[src/verilog/fm_defines.svh]
////////////////////////////////////////
// FM register front end constants
// Bus and field widths, register numbers
// and the busy tick count
////////////////////////////////////////

`ifndef FM_DEFINES_SVH
`define FM_DEFINES_SVH

`define FM_DATA_W      8
`define FM_TA_W        10   // Timer A value
`define FM_TB_W        8    // Timer B value
`define FM_PCM_W       9    // DAC sample
`define FM_BUSY_TICKS  32   // Synth ticks per data write

// Global register numbers, part 0
`define FM_REG_TEST    8'h21
`define FM_REG_LFO     8'h22
`define FM_REG_CLKA1   8'h24
`define FM_REG_CLKA2   8'h25
`define FM_REG_CLKB    8'h26
`define FM_REG_TIMER   8'h27
`define FM_REG_KON     8'h28
`define FM_REG_PCM     8'h2A
`define FM_REG_PCM_EN  8'h2B
`define FM_REG_DACTEST 8'h2C
`define FM_REG_CLK_N6  8'h2D   // Divider select on address write
`define FM_REG_CLK_N3  8'h2E
`define FM_REG_CLK_N2  8'h2F

`endif

[src/verilog/fm_pkg.sv]
////////////////////////////////////////
// FM register front end types
// Write record, divider codes, global
// register groups and update record
////////////////////////////////////////

`include "fm_defines.svh"

package fm_pkg;

    // One host data write
    typedef struct packed {
        logic                   valid;
        logic                   part;   // Upper bank
        logic [7:0]             sel;
        logic [`FM_DATA_W-1:0]  data;
    } reg_wr_t;

    typedef enum logic [1:0] {
        DIV_CMD_NONE,
        DIV_CMD_N6,
        DIV_CMD_N3,
        DIV_CMD_N2
    } div_cmd_e;

    typedef enum logic [1:0] {
        DIV_2  = 2'b00,
        DIV_2B = 2'b01,
        DIV_6  = 2'b10,
        DIV_3  = 2'b11
    } div_mode_e;

    typedef struct packed {
        logic [`FM_TA_W-1:0]  value_a;
        logic [`FM_TB_W-1:0]  value_b;
        logic                 load_a;
        logic                 load_b;
        logic                 irq_en_a;
        logic                 irq_en_b;
        logic                 clr_a;    // One-shot
        logic                 clr_b;    // One-shot
        logic                 fast;
        logic                 csm;
        logic                 effect;   // Ch3 special mode
    } timer_cfg_t;

    typedef struct packed {
        logic       en;
        logic [2:0] freq;
    } lfo_cfg_t;

    typedef struct packed {
        logic eg_stop;
        logic pg_stop;
    } test_cfg_t;

    typedef struct packed {
        logic [`FM_PCM_W-1:0] value;
        logic                 en;
        logic                 wr;       // One-shot sample strobe
    } pcm_t;

    typedef enum logic [3:0] {
        UPD_NONE, UPD_KEYON, UPD_FNUM_LO, UPD_ALG, UPD_PMS, UPD_DT1,
        UPD_TL, UPD_KS_AR, UPD_AMEN_DR, UPD_SR, UPD_SL_RR, UPD_SSGEG
    } upd_kind_e;

    // Held record for the operator register file
    typedef struct packed {
        upd_kind_e              kind;
        logic [2:0]             ch;
        logic [1:0]             op;
        logic [`FM_DATA_W-1:0]  data;
    } op_update_t;

endpackage

[src/verilog/fm_bus_if.sv]
////////////////////////////////////////
// Host port of the FM register block
// Register select latch, divider
// commands and busy tick counter
////////////////////////////////////////

`timescale 1ns/10ps
`include "fm_defines.svh"

module fm_bus_if import fm_pkg::*; (
    input  logic                   clk,
    input  logic                   rst,
    input  logic [`FM_DATA_W-1:0]  din,
    input  logic                   write,
    input  logic [1:0]             addr,
    input  logic                   clk_en,
    output reg_wr_t                reg_wr,
    output div_cmd_e               div_cmd,
    output logic                   busy
);

    localparam int BUSY_CW = $clog2(`FM_BUSY_TICKS);

    logic [7:0]         sel;
    logic               part;
    logic               old_write;  // For edge detect
    logic [BUSY_CW-1:0] busy_cnt;

    always_ff @(posedge clk) begin
        if (rst) begin
            sel       <= 8'h00;
            part      <= 1'b0;
            old_write <= 1'b0;
        end else begin
            old_write <= write;
            if (write && !addr[0]) begin
                sel  <= din;
                part <= addr[1];
            end
        end
    end

    // Data write goes out in the same cycle
    assign reg_wr = '{valid: write && addr[0], part: part, sel: sel, data: din};

    always_comb begin
        div_cmd = DIV_CMD_NONE;
        if (write && !addr[0]) begin
            case (din)
                `FM_REG_CLK_N6: div_cmd = DIV_CMD_N6;
                `FM_REG_CLK_N3: div_cmd = DIV_CMD_N3;
                `FM_REG_CLK_N2: div_cmd = DIV_CMD_N2;
                default:        div_cmd = DIV_CMD_NONE;
            endcase
        end
    end

    always_ff @(posedge clk) begin
        if (rst) begin
            busy     <= 1'b0;
            busy_cnt <= '0;
        end else if (!old_write && write && addr[0]) begin
            busy     <= 1'b1;   // Data writes only
            busy_cnt <= '0;
        end else if (clk_en) begin
            if (busy_cnt == BUSY_CW'(`FM_BUSY_TICKS - 1))
                busy <= 1'b0;
            busy_cnt <= busy_cnt + 1'b1;
        end
    end

    a_busy_cause: assert property (@(posedge clk) disable iff (rst)
        $rose(busy) |-> $past(write && addr[0]));

endmodule

[src/verilog/fm_clk_div.sv]
////////////////////////////////////////
// FM tick clock enable
// Divider setting and period counter
////////////////////////////////////////

`timescale 1ns/10ps

module fm_clk_div import fm_pkg::*; (
    input  logic     clk,
    input  logic     rst,
    input  div_cmd_e div_cmd,
    output logic     clk_en
);

    div_mode_e  mode;
    logic [2:0] cnt;
    logic [2:0] last;   // Period minus one

    always_ff @(posedge clk) begin
        if (rst) begin
            mode <= DIV_6;
        end else begin
            case (div_cmd)
                DIV_CMD_N6: mode <= div_mode_e'({1'b1, mode[0]});
                DIV_CMD_N3: mode <= div_mode_e'({mode[1], 1'b1});
                DIV_CMD_N2: mode <= DIV_2;
                default:    mode <= mode;
            endcase
        end
    end

    always_comb begin
        case (mode)
            DIV_6:   last = 3'd5;
            DIV_3:   last = 3'd2;
            default: last = 3'd1;   // Both /2 codes
        endcase
    end

    // >= catches a shorter period set mid count
    assign clk_en = cnt >= last;

    always_ff @(posedge clk) begin
        if (rst)
            cnt <= 3'd0;
        else if (clk_en)
            cnt <= 3'd0;
        else
            cnt <= cnt + 3'd1;
    end

    a_en_pulse: assert property (@(posedge clk) disable iff (rst)
        clk_en |=> !clk_en);

endmodule

[src/verilog/fm_global_regs.sv]
////////////////////////////////////////
// FM global registers
// Timers, LFO, test bits and DAC sample,
// one-shot fields cleared on idle ticks
////////////////////////////////////////

`timescale 1ns/10ps
`include "fm_defines.svh"

module fm_global_regs import fm_pkg::*; (
    input  logic       clk,
    input  logic       rst,
    input  logic       clk_en,
    input  reg_wr_t    reg_wr,
    output timer_cfg_t timer,
    output lfo_cfg_t   lfo,
    output test_cfg_t  test,
    output pcm_t       pcm
);

    logic [`FM_DATA_W-1:0] d;

    assign d = reg_wr.data;

    always_ff @(posedge clk) begin
        if (rst) begin
            timer <= '0;
            lfo   <= '0;
            test  <= '0;
            pcm   <= '0;
        end else if (reg_wr.valid) begin
            if (!reg_wr.part) begin    // Upper bank has no globals
                case (reg_wr.sel)
                    `FM_REG_TEST: begin
                        test.eg_stop <= d[5];
                        test.pg_stop <= d[3];
                        timer.fast   <= d[2];
                    end
                    `FM_REG_LFO: begin
                        lfo.en   <= d[3];
                        lfo.freq <= d[2:0];
                    end
                    `FM_REG_CLKA1: timer.value_a[9:2] <= d;
                    `FM_REG_CLKA2: timer.value_a[1:0] <= d[1:0];
                    `FM_REG_CLKB:  timer.value_b      <= d;
                    `FM_REG_TIMER: begin
                        timer.effect   <= |d[7:6];
                        timer.csm      <= d[7:6] == 2'b10;
                        timer.clr_b    <= d[5];
                        timer.clr_a    <= d[4];
                        timer.irq_en_b <= d[3];
                        timer.irq_en_a <= d[2];
                        timer.load_b   <= d[1];
                        timer.load_a   <= d[0];
                    end
                    // Offset binary to signed with LSB forced high
                    `FM_REG_PCM:     pcm.value    <= {~d[7], d[6:0], 1'b1};
                    `FM_REG_PCM_EN:  pcm.en       <= d[7];
                    `FM_REG_DACTEST: pcm.value[0] <= d[3];
                    default: ;
                endcase
            end
            pcm.wr <= reg_wr.sel == `FM_REG_PCM;
        end else if (clk_en) begin
            // Strobes last until an idle tick
            timer.clr_a <= 1'b0;
            timer.clr_b <= 1'b0;
            pcm.wr      <= 1'b0;
        end
    end

    a_wr_clear: assert property (@(posedge clk) disable iff (rst)
        reg_wr.valid ##1 (!reg_wr.valid && clk_en) |=> !pcm.wr);

endmodule

[src/verilog/fm_update_decode.sv]
////////////////////////////////////////
// Channel and operator write decoder
// Classifies data writes into a held
// update record for the register file
////////////////////////////////////////

`timescale 1ns/10ps
`include "fm_defines.svh"

module fm_update_decode import fm_pkg::*; (
    input  logic       clk,
    input  logic       rst,
    input  reg_wr_t    reg_wr,
    output op_update_t upd
);

    upd_kind_e kind;

    always_comb begin
        if (reg_wr.sel == `FM_REG_KON && !reg_wr.part) begin
            kind = UPD_KEYON;
        end else if (reg_wr.sel[1:0] == 2'b11) begin
            kind = UPD_NONE;    // No fourth channel per bank
        end else begin
            casez (reg_wr.sel)
                8'hA0, 8'hA1, 8'hA2: kind = UPD_FNUM_LO;
                8'hB0, 8'hB1, 8'hB2: kind = UPD_ALG;
                8'hB4, 8'hB5, 8'hB6: kind = UPD_PMS;
                8'h3?:   kind = UPD_DT1;     // Also MUL
                8'h4?:   kind = UPD_TL;
                8'h5?:   kind = UPD_KS_AR;
                8'h6?:   kind = UPD_AMEN_DR;
                8'h7?:   kind = UPD_SR;
                8'h8?:   kind = UPD_SL_RR;
                8'h9?:   kind = UPD_SSGEG;
                default: kind = UPD_NONE;
            endcase
        end
    end

    // Record holds until the next data write
    always_ff @(posedge clk) begin
        if (rst) begin
            upd.kind <= UPD_NONE;
            upd.ch   <= 3'd0;
            upd.op   <= 2'd0;
            upd.data <= '0;
        end else if (reg_wr.valid) begin
            upd.kind <= kind;
            upd.ch   <= {reg_wr.part, reg_wr.sel[1:0]};
            upd.op   <= reg_wr.sel[3:2];    // Slot order S1 S3 S2 S4
            upd.data <= reg_wr.data;
        end
    end

    a_no_ch3: assert property (@(posedge clk) disable iff (rst)
        (upd.kind != UPD_NONE && upd.kind != UPD_KEYON) |-> upd.ch[1:0] != 2'b11);

endmodule

[src/verilog/fm_mmr_top.sv]
////////////////////////////////////////
// FM host register front end
// Bus port, tick divider, global
// registers and update decoder
////////////////////////////////////////

`timescale 1ns/10ps
`include "fm_defines.svh"

module fm_mmr_top import fm_pkg::*; (
    input  logic                   clk,
    input  logic                   rst,
    input  logic [`FM_DATA_W-1:0]  din,
    input  logic                   write,
    input  logic [1:0]             addr,
    output logic                   clk_en,
    output logic                   busy,
    output timer_cfg_t             timer,
    output lfo_cfg_t               lfo,
    output test_cfg_t              test,
    output pcm_t                   pcm,
    output op_update_t             upd
);

    reg_wr_t  reg_wr;
    div_cmd_e div_cmd;

    fm_bus_if fm_bus_if_inst (
        .clk     (clk),
        .rst     (rst),
        .din     (din),
        .write   (write),
        .addr    (addr),
        .clk_en  (clk_en),
        .reg_wr  (reg_wr),
        .div_cmd (div_cmd),
        .busy    (busy)
    );

    fm_clk_div fm_clk_div_inst (
        .clk     (clk),
        .rst     (rst),
        .div_cmd (div_cmd),
        .clk_en  (clk_en)
    );

    fm_global_regs fm_global_regs_inst (
        .clk    (clk),
        .rst    (rst),
        .clk_en (clk_en),
        .reg_wr (reg_wr),
        .timer  (timer),
        .lfo    (lfo),
        .test   (test),
        .pcm    (pcm)
    );

    fm_update_decode fm_update_decode_inst (
        .clk    (clk),
        .rst    (rst),
        .reg_wr (reg_wr),
        .upd    (upd)
    );

endmodule

[config.mk]
export PLATFORM = sky130hd
export DESIGN_NAME = fm_mmr_top
export DESIGN_NICKNAME = d
export VERILOG_FILES = /design/src/verilog/fm_pkg.sv /design/src/verilog/fm_bus_if.sv /design/src/verilog/fm_clk_div.sv /design/src/verilog/fm_global_regs.sv /design/src/verilog/fm_update_decode.sv /design/src/verilog/fm_mmr_top.sv
export VERILOG_INCLUDE_DIRS = /design/src /design/src/verilog
export SDC_FILE = /design/constraint.sdc
export NUM_CORES = 1
export LEC_CHECK = 0
export ABC_AREA = 1
export BUFFER_PORTS_ARGS = -buffer_cell sky130_fd_sc_hd__buf_2
export CAP_MARGIN = 25
export CELL_PAD_IN_SITES_DETAIL_PLACEMENT = 1
export CELL_PAD_IN_SITES_GLOBAL_PLACEMENT = 1
export CORE_UTILIZATION = 24
export CTS_CLUSTER_DIAMETER = 50
export DETAILED_ROUTE_END_ITERATION = 7
export PLACE_DENSITY = 0.54
export SYNTH_ARGS = -nofsm -noshare
export SYNTH_HDL_FRONTEND = slang
export SYNTH_SLANG_ARGS = --single-unit
export TNS_END_PERCENT = 5
[constraint.sdc]
create_clock -name clk -period 2.7 [get_ports clk]
set_input_delay 0.405 -clock clk [delete_from_list [all_inputs] [get_ports clk]]
set_output_delay 0.405 -clock clk [all_outputs]
set_load 0.05 [all_outputs]
Word-level counts from Yosys, hierarchy flattened:

Cells that the tools add are included.

* bits in registers: 82
* output and inout bits: 63
* word-level logic and storage cells: 130

* $add $sub $neg: 2
* $lt $le $gt $ge: 1
* equal/unequal tests: 39
* muxes and demuxes: 19
* bitwise logic cells: 4
* reduce and logical (&&, ||, !) cells: 33

Operator list (count)
* $eq A8 B6 Y1 const B: 13
* $eq A8 B8 Y1 const B: 9
* $pmux W4 S10: 1
* $reduce_and A3 Y1: 10
* $eq A4 B3 Y1 const B: 4
* $eq A2 B2 Y1 const B: 6
* $pmux W2 S3: 2
* $reduce_bool A2 Y1: 6
* $mux W2: 5
* $reduce_or A3 Y1: 3
* $eq A4 B4 Y1 const B: 2
* $mux W4: 2
* $mux W1: 6
* $pmux W3 S2: 1
* $reduce_and A2 Y1: 3
* $reduce_or A2 Y1: 3
* $add A5 B1 Y5 const B: 1
* $eq A5 B5 Y1 const B: 1
* $logic_and A1 B1 Y1: 5
* $mux W5: 1
* $eq A4 B2 Y1 const B: 1
* $not A1 Y1: 4
* $add A3 B1 Y3 const B: 1
* $ge A3 B3 Y1: 1
* 5 further kinds: 7

Longest topological paths before layout:

* depth after elaboration: 6
* mapped depth: 9
* gate-level depth less buffers: 9

Hierarchy:

A second synthesis with hierarchy kept.

* cells, all modules: 549
* area, all modules: 3888.7 sq um

By module, submodules not included
* fm_global_regs: times used 1, cells an instance 311, area an instance 2119.5 sq um
* fm_update_decode: times used 1, cells an instance 111, area an instance 759.5 sq um
* fm_bus_if: times used 1, cells an instance 95, area an instance 753.2 sq um
* fm_clk_div: times used 1, cells an instance 32, area an instance 256.5 sq um

Worst setup path after synthesis:

No wires, ideal clock.

* path type: reg-to-reg
* start: reg fm_clk_div_inst.mode[0]
* end: reg, netlist name fm_global_regs_inst.pcm[0]
* setup time: 0.070 ns
* arrival time: 1.652 ns
* required time: 2.630 ns
* path slack: 0.979 ns
* stages on the path, launching flop included: 9
* clock period less this slack: 1.721 ns
* cell sequence: dfxtp_1 -> inv_1 -> nand2_1 -> ha_1 -> a21oi_1 -> nand3_2 -> inv_1 -> nand3_1 -> a21oi_1

* word-level cells in the longest chain between the ends: 4
* elaborated cells between the ends (all ways): 5
* those cells by class: 1 x order compare; 2 x eq/ne; 1 x mux; 1 x reduce/logical

RTL lines
* start, declared: line fm_clk_div.sv:15 `div_mode_e mode;`
* start signal, assigned: line fm_clk_div.sv:24 `DIV_CMD_N6: mode <= div_mode_e'({1'b1, mode[0]});`
* start signal, assigned: line fm_clk_div.sv:25 `DIV_CMD_N3: mode <= div_mode_e'({mode[1], 1'b1});`
* start signal, assigned: line fm_clk_div.sv:27 `default: mode <= mode;`
* $eq A2 B2 Y1: line fm_clk_div.sv:33 `case (mode)`
* $pmux W3 S2 *: line fm_clk_div.sv:33
* $ge A3 B3 Y1 *: line fm_clk_div.sv:41 `assign clk_en = cnt >= last;`
* net clk_en: line fm_mmr_top.sv:16 `output logic clk_en,`
* $reduce_bool A2 Y1 (no line) *

Mark *: on every way through the listed nets, which the timed path passes. The rest lies on a longest branch.
A chain may end at the register's enable or synchronous reset.

Final worst setup path:

* start: reg fm_clk_div_inst.mode[0]
* end: out clk_en

* word-level cells in the longest chain between the ends: 3
* elaborated cells between the ends (all ways): 4
* those cells by class: 1 x order compare; 2 x eq/ne; 1 x mux

RTL lines (line)
* $eq A2 B2 Y1: fm_clk_div.sv:33
* $pmux W3 S2 *: fm_clk_div.sv:33
* $ge A3 B3 Y1 *: fm_clk_div.sv:41
* end, declared: fm_mmr_top.sv:16

Mark *: on every way between the ends. The rest lies on a longest branch, timed or not.

==> flow_summary.ini <==
[route]
vias_per_cell = 4.39
drc = 0
antenna_left = 0
drt_pass1_iterations = 4
vias = 3270
wl_um = 10800
wl_per_cell_um = 14.5
first_iter_violations = 129

[power]
leakage_nw = 2.13
irDropWorstVdd_mv = 0.309
pwr_density_cell_nw_per_um2 = 640

[logic_synthesis]
synth.area.top_cells = dfxtp_1 (46%), nor2_1 (12%), nand2_1 (8.6%), o21ai_0 (6.8%), a21oi_1 (5.1%)
synth_area_um2 = 3540
synth_warnings = 0
syn_inst = 482
ys_seq_area_share_pct = 46.3
syn-num-nets = 501
yosysMostFrequentCell = nor2_1
yosysTopAreaCell = dfxtp_1
synthFlopType = dfxtp_1
synth_top_area_share_pct = 46.3
postSynthAreaPerCell_um2 = 7.35
synthTopCellsByCount = nor2_1 (112), dfxtp_1 (82), nand2_1 (81)
asyncSetResetFlopFracSynth_pct = 0
yosysUniqueCellTypes = 29
synth_edf_count = 0
synth-seq-cells = 82

[timing]
slew_headroom_pct = 65.4
period_minus_slack_ns = 2.16
skew_ns = 0.00384
worst_slack_ns = 0.543
setup_tns_ns = 0
hold_viol_final = 0
drv_slew = 0
fmax_mhz = 464
tightest_slew_ns = 0.519
rsz0062_at_grt = false
hold_ws_ns = 0.371
setup_viol = 0
fin_crit_sh_pct = 79.9

[floorplan]
fp.dieW_um = 124
die_area_um2 = 15300
rows = 44
die_h_um = 124
initial_utilization_pct = 24.5
core_um2 = 14500
pin_count = 76

[critical_path]
required_ns = 2.30
path_class = flop to output port
cp_slowest_cell = dfxtp_1
end_kind = output port
rrSetupSlack_ns = 1.00
cp_slowest_stage_delay_ns = 0.33
crit_chain = inv_1 -> nand2_1 -> ha_1 -> a21oi_1 -> nand3_2 -> buf_2
cp_data_arrival_time_ns = 1.75
r2r_cells = 8
r2r-start = fm_clk_div_inst.mode[0]$_SDFFE_PP0P_
r2r_end = fm_clk_div_inst.cnt[2]$_SDFF_PP0_
cp_max_fo = 9
startpoint = fm_clk_div_inst.mode[0]$_SDFFE_PP0P_
start_kind = flop
endpoint = clk_en

[clock_tree]
cts_max_path_buffers = 2
cts_hold_buffers = 0
cts_inserted_buffers = 9
cts_setup_buffers = 0
root_buffer = clkbuf_16
tritoncts = built
clock_sinks = 82
clk_pin_slew_ns = 0.06
htree_levels = 3
cts_resized = 0
clk_latency_ns = 0.34

[final_layout]
antenna_cells = 0
fin_nets = 575
final_area_um2 = 4390
drive_above_1_share_pct = 21.4
syn_to_final_growth_pct = 23.9

[global_routing]
grt_max_degree = 57
antenna_found_initial = 0
grt.overflow.total = 0
grt_pass1_wl_um = 17300
grt_pass1_vias = 3296
grt_usage_pct = 15.3

[place]
dpl_worst_slack_ns = 0.908
placed_cell_area_um2 = 4090
place_congestion = 0.768
io_buffers = 75
dpl.hpwl_um = 7990

[min_path]
hp-class = input port to flop

[flow_run]
maxCapViolCount = 0

[run_status]
status = completed
-- worst max-delay path: cells and delay by family (launching register included) --
kind	cells	cell delay, ns
and+or+nand+nor	2	0.26
buffers and inverters	2	0.34
adders and majority gates	1	0.30
DFF	1	0.33
AOI/OAI and AO/OA	1	0.18
-- cells by family after synthesis --
logic type / Yosys count / synth area share, %
AND/OR/NAND/NOR: 238 / 30.8
AO/OA/AOI/OAI: 86 / 12.2
XOR/XNOR: 2 / 0.494
adder cells (fa/ha/maj): 6 / 2.12
buffers and inverters: 68 / 8.12
flip-flops: 82 / 46.3
-- registers in the layout, indices dropped and copies added (netlist names) --
name                       flops
fm_bus_if_inst.busy            1
fm_bus_if_inst.busy_cnt        5
fm_bus_if_inst.old_write       1
fm_bus_if_inst.part            1
fm_bus_if_inst.sel             8
fm_clk_div_inst.cnt            3
fm_clk_div_inst.mode           2
fm_global_regs_inst.lfo        4
fm_global_regs_inst.pcm       11
fm_global_regs_inst.test       2
fm_global_regs_inst.timer     27
fm_update_decode_inst.upd     17
-- stage by stage --
stage	cells	power (mW)	util, %
floorplan	482	1.51	-
global placement	729	1.60	28.2
detailed placement	729	1.61	28.2
CTS	745	2.85	30.3
global route	745	2.94	30.3
finish	745	2.81	30.3
-- cell type report --
class	count	area (µm²)
fill	1815	10100
timing repair buffer	79	405
multi-input combinational	332	1610
sequential	82	1640
inverter	52	196
clock inverter	1	5.00
clock buffer	15	298
tap	184	230
-- per-layer routing --
metal,track usage [%],part of all wire (%)
met1,20.9,51
met2,22.8,43
met3,2.72,3.5
met4,7.83,3.1
met5,0,0
-- worst min-delay path by stage --
stage / cells past startpoint / slack (ns) / startpoint / end
2_1_floorplan: 1 / 0.42 / fm_clk_div_inst.cnt[0]$_SDFF_PP0_ / fm_clk_div_inst.cnt[0]$_SDFF_PP0_
3_3_place_gp: 1 / 0.43 / fm_clk_div_inst.cnt[0]$_SDFF_PP0_ / fm_clk_div_inst.cnt[0]$_SDFF_PP0_
3_5_place_dp: 1 / 0.44 / fm_clk_div_inst.cnt[0]$_SDFF_PP0_ / fm_clk_div_inst.cnt[0]$_SDFF_PP0_
4_1_cts: 3 / 0.36 / write / fm_bus_if_inst.old_write$_SDFF_PP0_
5_1_grt: 3 / 0.38 / write / fm_bus_if_inst.old_write$_SDFF_PP0_
6_report: 3 / 0.37 / write / fm_bus_if_inst.old_write$_SDFF_PP0_
-- cell usage in the layout, fill, tap and decap left out, types with 4 or more instances in the layout --
master / instances
o21ai_0: 48
dfxtp_1: 82
inv_1: 45
nand3_1: 18
nand2_2: 5
a21oi_1: 36
nor2_4: 4
clkbuf_16: 9
buf_4: 4
nand2_1: 81
buf_2: 75
clkbuf_8: 5
ha_1: 6
nor2_1: 112
-- report_power, final --
| part | switching, mW | total, mW | internal (mW) |
|---|---|---|---|
| Combinational | 0.231 | 0.306 | 0.0742 |
| Clock | 0.481 | 1.23 | 0.748 |
| Sequential | 0.0271 | 1.27 | 1.25 |
| Total | 0.740 | 2.81 | 2.07 |
Note: power is estimated with default switching activity, not from simulation.
